<file path="config.mk">
export PLATFORM = sky130hd
export DESIGN_NAME = adc_ctrl_top
export DESIGN_NICKNAME = d
export VERILOG_FILES = /design/src/adc_ctrl_pkg.sv /design/src/adc_ctrl_top.sv /design/src/reg_readback.sv /design/src/adc_serial_ctrl.sv /design/src/reg_bus_decode.sv
export VERILOG_INCLUDE_DIRS = /design/src
export SDC_FILE = /design/constraint.sdc
export NUM_CORES = 1
export LEC_CHECK = 0
export BUFFER_PORTS_ARGS = -buffer_cell sky130_fd_sc_hd__buf_2
export CORE_MARGIN = 2
export CORE_UTILIZATION = 35
export CTS_CLUSTER_DIAMETER = 50
export DETAILED_ROUTE_END_ITERATION = 10
export PLACE_DENSITY = 0.63
export SLEW_MARGIN = 20
export SYNTH_ARGS = -nofsm -noshare
export SYNTH_HDL_FRONTEND = slang
export SYNTH_HIERARCHICAL = 1
export SYNTH_SLANG_ARGS = --single-unit
</file>
<file path="constraint.sdc">
create_clock -name clk_usb -period 2 [get_ports clk_usb]
set_input_delay 0.2 -clock clk_usb [delete_from_list [all_inputs] [get_ports clk_usb]]
set_output_delay 0.2 -clock clk_usb [all_outputs]
set_load 0.02 [all_outputs]
</file>
<file path="src/adc_ctrl_config.svh">
`ifndef ADC_CTRL_CONFIG_SVH
`define ADC_CTRL_CONFIG_SVH

// register map of the ADC control block
`define ADC_CTRL_ADDR   60  // bit-bang port to the ADC serial interface
`define VMAG_CTRL_ADDR  61  // gain code of the VGA ahead of the ADC

// field widths
`define REG_ADDR_W      6   // register bus address
`define REG_BYTE_W      8   // register bus data
`define VMAG_W          5   // VGA gain code

// wdata bit positions on an ADC control write
`define ADC_BIT_RESET   7
`define ADC_BIT_SEN     6
`define ADC_BIT_SDATA   4
`define ADC_BIT_DFS     3
`define ADC_BIT_OE_N    2   // output enable, active low in the byte
`define ADC_BIT_CAPTURE 1
`define ADC_BIT_SCLK    0

`endif
</file>
<file path="src/adc_ctrl_pkg.sv">
`include "adc_ctrl_config.svh"

package adc_ctrl_pkg;

  // plain vectors with a meaning
  typedef logic [`REG_ADDR_W-1:0] reg_addr_t;  // register address
  typedef logic [`REG_BYTE_W-1:0] reg_byte_t;  // one bus byte
  typedef logic [`VMAG_W-1:0]     vmag_t;      // VGA gain code

  // host request, one per clk_usb cycle
  typedef struct packed {
    reg_addr_t address;  // register select
    reg_byte_t wdata;    // write data
    logic      read;     // read level
    logic      write;    // write level
  } reg_req_t;

  // decoded bus actions
  typedef struct packed {
    logic      adc_wr;   // single pulse per write edge at ADC_CTRL_ADDR
    logic      vmag_wr;  // level, follows write at VMAG_CTRL_ADDR
    reg_byte_t wdata;    // byte on the bus
  } reg_strobe_t;

  // ADC control pins, order matches the board pinout list
  typedef struct packed {
    logic adc_reset;
    logic adc_sen;    // serial enable, active low
    logic adc_sdata;
    logic adc_dfs;    // data format select
    logic adc_oe;
    logic adc_sclk;
  } adc_pins_t;

endpackage

</file>
<file path="src/adc_ctrl_top.sv">
`timescale 1ns/1ps

// ADC control register block
// bus decode -> pin / gain state -> read-back
module adc_ctrl_top (
  input  logic                    clk_usb,
  input  logic                    reset_i,
  input  adc_ctrl_pkg::reg_req_t  reg_req,    // host byte bus
  output adc_ctrl_pkg::reg_byte_t reg_datao,  // to the bus owner's tristate
  output adc_ctrl_pkg::adc_pins_t adc_pins,   // ADC serial / control pins
  input  logic                    adc_sdout,  // ADC OVR/SDOUT pin
  output adc_ctrl_pkg::vmag_t     vmag_d      // VGA gain code
);

  import adc_ctrl_pkg::*;

  reg_strobe_t strobe;        // decoded actions
  reg_byte_t   capture_data;  // serial capture register

  // input side
  reg_bus_decode u_decode (
    .clk_usb (clk_usb),
    .reset_i (reset_i),
    .reg_req (reg_req),
    .strobe  (strobe)
  );

  // pin, capture and gain state
  adc_serial_ctrl u_serial (
    .clk_usb      (clk_usb),
    .reset_i      (reset_i),
    .strobe       (strobe),
    .adc_sdout    (adc_sdout),
    .adc_pins     (adc_pins),
    .capture_data (capture_data),
    .vmag         (vmag_d)         // also fed back for reads
  );

  // output side
  reg_readback u_readback (
    .clk_usb      (clk_usb),
    .reset_i      (reset_i),
    .reg_req      (reg_req),
    .capture_data (capture_data),
    .vmag         (vmag_d),
    .reg_datao    (reg_datao)
  );

endmodule

</file>
<file path="src/reg_readback.sv">
`timescale 1ns/1ps
`include "adc_ctrl_config.svh"

// registered read mux that returns zero when idle or unmapped
module reg_readback (
  input  logic                    clk_usb,
  input  logic                    reset_i,
  input  adc_ctrl_pkg::reg_req_t  reg_req,
  input  adc_ctrl_pkg::reg_byte_t capture_data,
  input  adc_ctrl_pkg::vmag_t     vmag,
  output adc_ctrl_pkg::reg_byte_t reg_datao
);

  import adc_ctrl_pkg::*;

  reg_byte_t rd_sel;  // value for the addressed register

  // address select
  always_comb begin
    case (reg_req.address)
      reg_addr_t'(`ADC_CTRL_ADDR):  rd_sel = capture_data;
      reg_addr_t'(`VMAG_CTRL_ADDR): rd_sel = reg_byte_t'(vmag);  // zero-extended
      default:                      rd_sel = '0;
    endcase
  end

  // one cycle read latency
  always_ff @(posedge clk_usb) begin
    if (reset_i) begin
      reg_datao <= '0;
    end else if (reg_req.read) begin
      reg_datao <= rd_sel;
    end else begin
      reg_datao <= '0;  // bus owner sees zero when idle
    end
  end

  // no stale data once read drops
  a_idle_zero : assert property (
    @(posedge clk_usb) disable iff (reset_i)
    !reg_req.read |=> (reg_datao == '0)
  ) else $error("reg_datao nonzero after a cycle with read low");

endmodule

</file>
<file path="src/adc_serial_ctrl.sv">
`timescale 1ns/1ps
`include "adc_ctrl_config.svh"

// ADC pin state, serial capture register and VGA gain
//
// software bit-bangs the ADC serial port
// every ADC control write sets the six pins at once
// a set capture bit also shifts the current sdout level into capture_data
module adc_serial_ctrl (
  input  logic                      clk_usb,
  input  logic                      reset_i,
  input  adc_ctrl_pkg::reg_strobe_t strobe,
  input  logic                      adc_sdout,     // ADC serial out shared with OVR
  output adc_ctrl_pkg::adc_pins_t   adc_pins,
  output adc_ctrl_pkg::reg_byte_t   capture_data,
  output adc_ctrl_pkg::vmag_t       vmag
);

  import adc_ctrl_pkg::*;

  adc_pins_t pins_nxt;  // pin image decoded from wdata
  logic      capture;   // shift request in this write

  // byte to pin mapping with bit 5 unused
  always_comb begin
    pins_nxt.adc_reset = strobe.wdata[`ADC_BIT_RESET];
    pins_nxt.adc_sen   = strobe.wdata[`ADC_BIT_SEN];
    pins_nxt.adc_sdata = strobe.wdata[`ADC_BIT_SDATA];
    pins_nxt.adc_dfs   = strobe.wdata[`ADC_BIT_DFS];
    pins_nxt.adc_oe    = ~strobe.wdata[`ADC_BIT_OE_N];  // inverted on the bus
    pins_nxt.adc_sclk  = strobe.wdata[`ADC_BIT_SCLK];
  end

  assign capture = strobe.wdata[`ADC_BIT_CAPTURE];

  // pin register
  always_ff @(posedge clk_usb) begin
    if (reset_i) begin
      adc_pins.adc_reset <= 1'b0;
      adc_pins.adc_sen   <= 1'b1;  // serial port idle
      adc_pins.adc_sdata <= 1'b0;
      adc_pins.adc_dfs   <= 1'b0;
      adc_pins.adc_oe    <= 1'b1;  // outputs on
      adc_pins.adc_sclk  <= 1'b1;
    end else if (strobe.adc_wr) begin
      adc_pins <= pins_nxt;
    end
  end

  // capture shift register with sdout entering at bit 0
  always_ff @(posedge clk_usb) begin
    if (reset_i) begin
      capture_data <= '0;
    end else if (strobe.adc_wr && capture) begin
      capture_data <= {capture_data[`REG_BYTE_W-2:0], adc_sdout};
    end
  end

  // level triggered VGA gain
  always_ff @(posedge clk_usb) begin
    if (reset_i) begin
      vmag <= '0;
    end else if (strobe.vmag_wr) begin
      vmag <= vmag_t'(strobe.wdata[`VMAG_W-1:0]);  // upper bits dropped
    end
  end

  // capture register only moves on a capture write
  a_capture_after_wr : assert property (
    @(posedge clk_usb) disable iff (reset_i)
    !$stable(capture_data) |-> $past(strobe.adc_wr)
  ) else $error("capture_data changed without adc_wr");

endmodule

</file>
<file path="src/reg_bus_decode.sv">
`timescale 1ns/1ps
`include "adc_ctrl_config.svh"

// write edge detect and address match for the host bus
module reg_bus_decode (
  input  logic                      clk_usb,
  input  logic                      reset_i,
  input  adc_ctrl_pkg::reg_req_t    reg_req,
  output adc_ctrl_pkg::reg_strobe_t strobe
);

  import adc_ctrl_pkg::*;

  logic write_q;     // write level seen last cycle
  logic write_rise;  // write low -> high
  logic hit_adc;     // address matches ADC control
  logic hit_vmag;    // address matches gain register

  // previous write level
  // cleared in reset, so a write held through reset counts as a new edge
  always_ff @(posedge clk_usb) begin
    if (reset_i) begin
      write_q <= 1'b0;
    end else begin
      write_q <= reg_req.write;
    end
  end

  assign write_rise = reg_req.write & ~write_q;

  assign hit_adc  = (reg_req.address == reg_addr_t'(`ADC_CTRL_ADDR));
  assign hit_vmag = (reg_req.address == reg_addr_t'(`VMAG_CTRL_ADDR));

  // strobes are combinational off the request
  always_comb begin
    strobe.adc_wr  = write_rise & hit_adc;       // once per edge
    strobe.vmag_wr = reg_req.write & hit_vmag;   // every write cycle
    strobe.wdata   = reg_req.wdata;
  end

  // a held write must never retrigger the ADC port
  a_adc_wr_single : assert property (
    @(posedge clk_usb) disable iff (reset_i)
    strobe.adc_wr |=> !strobe.adc_wr
  ) else $error("adc_wr high on two consecutive cycles");

endmodule

</file>
# == Yosys cells after proc, flatten, opt, wreduce, memory -nomap -nowiden ==
# Index checks and enable logic that the tools add are counted.
# op_classes
n_eq_ne,2
mux,1
bitwise,6
n_reduce_logical,2
# op_table
op,n
$pmux 8 s2,1
$eq 6x6->1 const B,2
$and 1x1->1,3
$not 1->1,3
$reduce_or 2->1,1
$logic_and 1x1->1,1
# word_totals
regBits,28
output_inout_bits,19

# == Logic depth before layout (Yosys ltp) ==
# Gate-level depths: netlist of the first run.
# logic_depth
ltp_word,4
mapped_depth,5
depth_no_buf,4

# == Cells and area by module ==
# Netlist of the first run, hierarchy kept.
# by_module_without_submodules
mod,instances,cells_each,area_per_inst_um2,seq_area_each_um2
adc_serial_ctrl,1,66,714.4,380.4
reg_readback,1,27,335.3,160.2
reg_bus_decode,1,15,120.1,20.0

# == Least setup slack after synthesis of the first run ==
# OpenSTA, ideal clock, no wires.
# synth_timing
kind,flip-flop to flip-flop
startpoint,reg u_decode.write_q
endpoint,reg u_serial/adc_pins[4] (netlist name)
setup_time_ps,120
arrival_ps,1043
setup_slack_ps,837
stages_incl_launch_ff,5
period_less_slack_ps,1163
cell_sequence,dfxtp_1 nor4_2 buf_6 nor2b_1 a211o_1
# synth_lines
item,line_no,text
from (decl),reg_bus_decode.sv:14,logic write_q;
from (signal assigned),reg_bus_decode.sv:25,write_q <= reg_req.write;

==> out/summary.txt, run 1 <==
die width -> 61.63 um
CTS root buffer -> clkbuf_4
Final period util -> 76.32%
VDD IR-drop max -> 0.2009 mV
first-pass GRT wire length -> 3.298 mm
post-DP HPWL -> 1.719 mm
# diodes -> 0
sequence of cells on the critical path -> nor4_2 -> and2_1 -> mux2i_1
Clock Latency Late Sink -> 310 ps
Max Freq -> 655.1 MHz
Power Density -> 621.0 nW/um^2
Clock Pin Slew Worst Setup and Hold Paths -> 140 ps
cells after synthesis -> 107
ANT nets after route -> 0
Critical Path Sink Type -> flip-flop
Die Area -> 3798 sq um
area post-placement -> 1321 sq um
# port buffers -> 36
Pre-antenna DRT Iters -> 4
number of global-route vias before repair -> 755
overall routed net length -> 2.225 mm
Final Slew Violations -> 0
CTS resizes -> 0
syn nets -> 126
CTS tree -> done
Final Critical Period -> 1526 ps
Worst-Margin Slew -> 494.0 ps
Core Box Area -> 3103 sq um
gr usage total -> 11.87%
Critical Path AT -> 1770 ps
CTS Buf Count -> 3
CTS Hold Bufs -> 0
Hold Crit Class -> in -> reg
Max Clock Skew -> 2.665 ps
row cnt -> 20
Rel. slew slack -> 66.79%
Final TNS setup -> 0 ps
First DRT Iteration DRCs -> 17
commonest non-fill, non-tap cells in the layout -> 36 x buf_2, 28 x dfxtp_1, 20 x mux2i_1
io pins -> 38
vias per cell -> 4.480
status -> complete, no violations
crit-path max FO -> 6
final hold vios -> 0
type of origin of the critical path -> flip-flop
largest net degree at the start of global routing -> 23
Post-Syn Area -> 1162 sq um
Remaining DRCs -> 0
Critical Path Slowest Stage Cell -> nor4_2
number of clock sinks -> 28
fin nets -> 156
via count -> 802
Ys Warns -> 6
WS Path Type -> reg -> reg
fin util -> 43.31%
CP Data Required Time -> 2250 ps
H-tree depth -> 1
initial antenna violation count -> 0
post-CTS setup buffer count -> 0
commonest non-fill, non-tap cell in the layout -> buf_2
drt wl/cell -> 12.43 um
Clock Path Buffers -> 2
Power Total -> 834.5 uW
Leak -> 0.0005596 uW
final setup vio count -> 0
RD Place Congestion -> 0.7441
layout cell share with drive strength beyond 1 -> 34.81%
RSZ-0062 raised after global routing -> false
area growth from synthesis to layout -> 15.61%
Layout Cell Area excl Fill -> 1344 sq um
Post-Syn Area per Cell -> 10.86 sq um
slowest stage delay, CP -> 490 ps
max cap viols -> 0
Vert. Die Dim -> 61.63 um
Initial Utilization -> 37.46%
total congestion overflow -> 0
-- state kept, by name, indices dropped and copies added (netlist names) --
| signal | flops |
|---|---|
| u_serial/capture_data | 8 |
| u_serial/adc_pins | 6 |
| u_readback/reg_datao | 8 |
| u_decode/write_q | 1 |
| u_serial/vmag | 5 |
-- metal layers --
layer / vias up / track usage, % / part of all wire [%]
met5: - / 0 / 0
met2: 23 / 19.40 / 48
met1: 365 / 15.32 / 46
met4: 0 / 5.471 / 0.85
li1: 412 / - / -
met3: 2 / 1.891 / 5.3
-- worst paths after layout --
| path | endpoint | start | depth (start not counted) | slack (ps) |
|---|---|---|---|---|
| max | u_serial/capture_data[6]$_SDFFE_PP0P_ | u_decode/write_q$_SDFF_PP0_ | 3 | 470 |
| min | u_serial/adc_pins[4]$_SDFFE_PP1P_ | reg_req[8] | 2 | 80 |
| max reg2reg | u_serial/capture_data[6]$_SDFFE_PP0P_ | u_decode/write_q$_SDFF_PP0_ | 3 | 470 |
| min reg2reg | u_readback/reg_datao[5]$_SDFF_PP0_ | u_serial/capture_data[5]$_SDFFE_PP0P_ | 2 | 460 |
-- metrics by stage --
step / hold slack, ps / instances / setup WS (ps)
6_report: 82.96 / 179 / 473.6
5_1_grt: 89.02 / 179 / 413.3
2_1_floorplan: 271.6 / 107 / 837.0
4_1_cts: 80.04 / 179 / 478.8
3_3_place_gp: 407.6 / 176 / 410.7
3_5_place_dp: 420.1 / 176 / 380.6
-- report_power, final --
group	switching [uW]	internal, uW	leakage, uW	total (uW)
logic	28.9	24.0	0.000320	52.9
clock network	150	70.5	0.0000138	221
registers	1.05	560	0.000226	561
-- worst max-delay path: cells and delay by family, from the launching register on --
family,cells,cell delay [ps]
flip-flops,1,330
AND/OR/NAND/NOR,2,890
multiplexers,1,240
-- final cells by class --
| cell class | count | area (sq um) |
|---|---|---|
| fillers | 325 | 1759 |
| flip-flops and latches | 28 | 560.5 |
| multi-input cells | 62 | 495.5 |
| repair buffers | 38 | 195.2 |
| well taps | 44 | 55.05 |
| clock buffers | 3 | 22.52 |
| inverters | 4 | 15.01 |
Power figures use the tool's default switching activity.
==> run 2, diff against run 1 <==
- PLACE_DENSITY: 0.63 -> 0.65
- clock period: 2 -> 1.2 ns (I/O delays scaled with it)
==> run 2 against run 1 <==
Against the previous run:
- the run now ends with setup timing left
- combinational power up 120%
- utilization up 3.8 points
- critical path depth up 1
- wire length up 0.22%
- cell count up 6.1%
- worst hold slack worse by 43 ps
- worst setup slack worse by 510 ps
- sequential cell count unchanged
- final area up 8.8%
- global-route usage up 0.41 points
- clock skew up 2.0 ps
- largest cell class unchanged
- maximum frequency up 23%
==> out/summary.txt, run 2 (synthesized netlist as in run 1, its figures left out) <==
status -> finished with violations
failing checks -> setup timing
number of global-route vias before repair -> 821 (+8.7%)
area post-placement -> 1381 sq um (+4.5%)
Layout Cell Area excl Fill -> 1461 sq um (+8.8%)
overall routed net length -> 2.230 mm (+0.22%)
layout cell share with drive strength beyond 1 -> 40.41% (+5.6 points)
Final TNS setup -> -167.2 ps (-167.2 ps)
CP Data Required Time -> 1430 ps (-820 ps)
biggest regs -> u_readback/reg_datao: 8 flops, u_serial/capture_data: 8 flops, u_serial/adc_pins: 6 flops
Clock Pin Slew Worst Setup and Hold Paths -> 140 ps (about the same)
type of origin of the critical path -> flip-flop
number of clock sinks -> 28 (unchanged)
RSZ-0062 raised after global routing -> true
# diodes -> 0 (unchanged)
Initial Utilization -> 37.46% (unchanged)
Critical Path Sink Type -> flip-flop
Clock power frac -> 29.6% (+3.2 points)
P_sw -> 313.8 uW (+74%)
via count -> 846 (+5.5%)
Clock Latency Late Sink -> 320 ps (about the same)
ANT nets after route -> 0 (unchanged)
area growth from synthesis to layout -> 25.73%
CP top delay family -> simple AND/OR/NAND/NOR gates
Die Area -> 3798 sq um (unchanged)
drt wl/cell -> 11.74 um (-5.6%)
Rel. slew slack -> 78.27% (+11 points)
Max Freq -> 806.3 MHz (+23%)
WHS Endpoint -> u_decode/write_q$_SDFF_PP0_
total congestion overflow -> 0 (unchanged)
crit-path max FO -> 8 (+2)
post-DP HPWL -> 1.800 mm (+4.7%)
Worst Path Buf+Inv -> 1 (+1)
post-CTS setup buffer count -> 0 (unchanged)
CTS Buf Count -> 3 (unchanged)
Comb power frac -> 7.6% (+1.3 points)
commonest non-fill, non-tap cell in the layout -> buf_2
Final Slew Violations -> 0 (unchanged)
WHS Path Cells -> 2 (unchanged)
final setup vio count -> 10 (+10)
Hold Crit Class -> in -> reg
Clock Path Buffers -> 2 (unchanged)
worst r2r src -> u_decode/write_q$_SDFF_PP0_
Core Box Area -> 3103 sq um (unchanged)
H-tree depth -> 1 (unchanged)
gr usage total -> 12.28% (+0.41 points)
Power Total -> 1491 uW (+79%)
final worst slack -> -40.26 ps (-513.9 ps)
commonest non-fill, non-tap cells in the layout -> 36 x buf_2, 27 x dfxtp_1, 20 x mux2i_1
hold path start -> reg_req[0]
First DRT Iteration DRCs -> 20 (+3)
VDD IR-drop max -> 0.3237 mV (+61%)
Reg2Reg Setup Slack -> -40 ps (-510 ps)
row cnt -> 20 (unchanged)
fin nets -> 166 (+6.4%)
first-pass GRT wire length -> 3.456 mm (+4.8%)
Vert. Die Dim -> 61.63 um (unchanged)
Flop pwr share -> 62.8% (-4.4 points)
dpl ws -> -231.4 ps (-612.0 ps)
vias per cell -> 4.453 (-0.62%)
Critical Path AT -> 1470 ps (-300 ps)
slowest stage delay, CP -> 350 ps (-140 ps)
Power Density -> 1020 nW/um^2 (+64%)
RD Place Congestion -> 0.7517 (+1.0%)
die width -> 61.63 um (unchanged)
Max Clock Skew -> 4.656 ps (+1.991 ps)
internal cell power -> 1177 uW (+80%)
reg2reg end -> u_serial/adc_pins[4]$_SDFFE_PP1P_
final hold vios -> 0 (unchanged)
Remaining DRCs -> 0 (unchanged)
initial antenna violation count -> 0 (unchanged)
CTS root buffer -> clkbuf_4
WS Path Type -> reg -> reg
max cap viols -> 0 (unchanged)
Critical Path Slowest Stage Cell -> dfxtp_2
sequence of cells on the critical path -> nor4_4 -> buf_6 -> nor2b_1 -> a211o_1
Final period util -> 103.4% (+27 points)
largest net degree at the start of global routing -> 16 (-30%)
sw frac -> 21.05% (-0.55 points)
Leak -> 0.0006272 uW (+12%)
io pins -> 38 (unchanged)
Worst-Margin Slew -> 323.5 ps (-170.5 ps)
Final Critical Period -> 1240 ps (-286.1 ps)
Pre-antenna DRT Iters -> 4 (unchanged)
CTS tree -> done
worst r2r path cells -> 4 (+1)
Worst Setup SP -> u_decode/write_q$_SDFF_PP0_
# port buffers -> 36 (unchanged)
fin util -> 47.10% (+3.8 points)
## run 2: cell count changes in the layout (fill, tap and decap cells not counted), sizes merged
cell	before	now
buf	38	46
dlygate4sd3	0	2
clkbuf	3	4
## run 2: repair_timing
action,CTS,global route
gates resized for setup,6,2
setup endpoints to repair,14,14
hold endpoints to repair,2,0
pin swaps,1,1
hold buffers,2,0
## run 2: area by class of cell
class / count / area (sq um)
tap: 44 / 55.05
multi-input combinational: 62 / 514.2
sequential: 28 / 561.8
inverter: 4 / 15.01
fill: 299 / 1642
timing repair buffer: 48 / 279.0
clock buffer: 4 / 36.28
## run 2: power by group through the flow
stage	logic (uW)	clock network [uW]	registers, uW
3_3_place_gp	103	0	955
4_1_cts	114	462	936
3_5_place_dp	106	0	956
6_report	114	441	936
2_1_floorplan	60.7	0	957
5_1_grt	123	497	937
## run 2: worst max path at each step
stage,to,slack (ps),depth (start not counted)
final,u_serial/adc_pins[4]$_SDFFE_PP1P_,-40,4
after global routing,u_serial/adc_pins[4]$_SDFFE_PP1P_,-120,4
after CTS,u_serial/adc_pins[4]$_SDFFE_PP1P_,-60,4
after detailed placement,u_serial/capture_data[2]$_SDFFE_PP0P_,-230,5
after global placement,u_serial/capture_data[6]$_SDFFE_PP0P_,-150,5
after floorplan,u_serial/adc_pins[4]$_SDFFE_PP1P_,40,4
## run 2: per-layer routing
layer  share of wire (%)  track usage (%)  vias to the layer above  routed length (um)
met5                   0                0                        -                   0
met4                 1.3            6.383                        0                  28
met3                 5.2            1.261                        2                 115
met2                  48            20.45                       25                1068
met1                  46            15.62                      386                1017
li1                    -                -                      433                   -
## run 2: stage by stage
| stage | hold WS (ps) | std cells |
|---|---|---|
| global route | 30.28 | 190 |
| CTS | 33.09 | 190 |
| floorplan | 191.6 | 107 |
| global placement | 328.2 | 184 |
| finish | 39.87 | 190 |
| detailed placement | 335.4 | 184 |
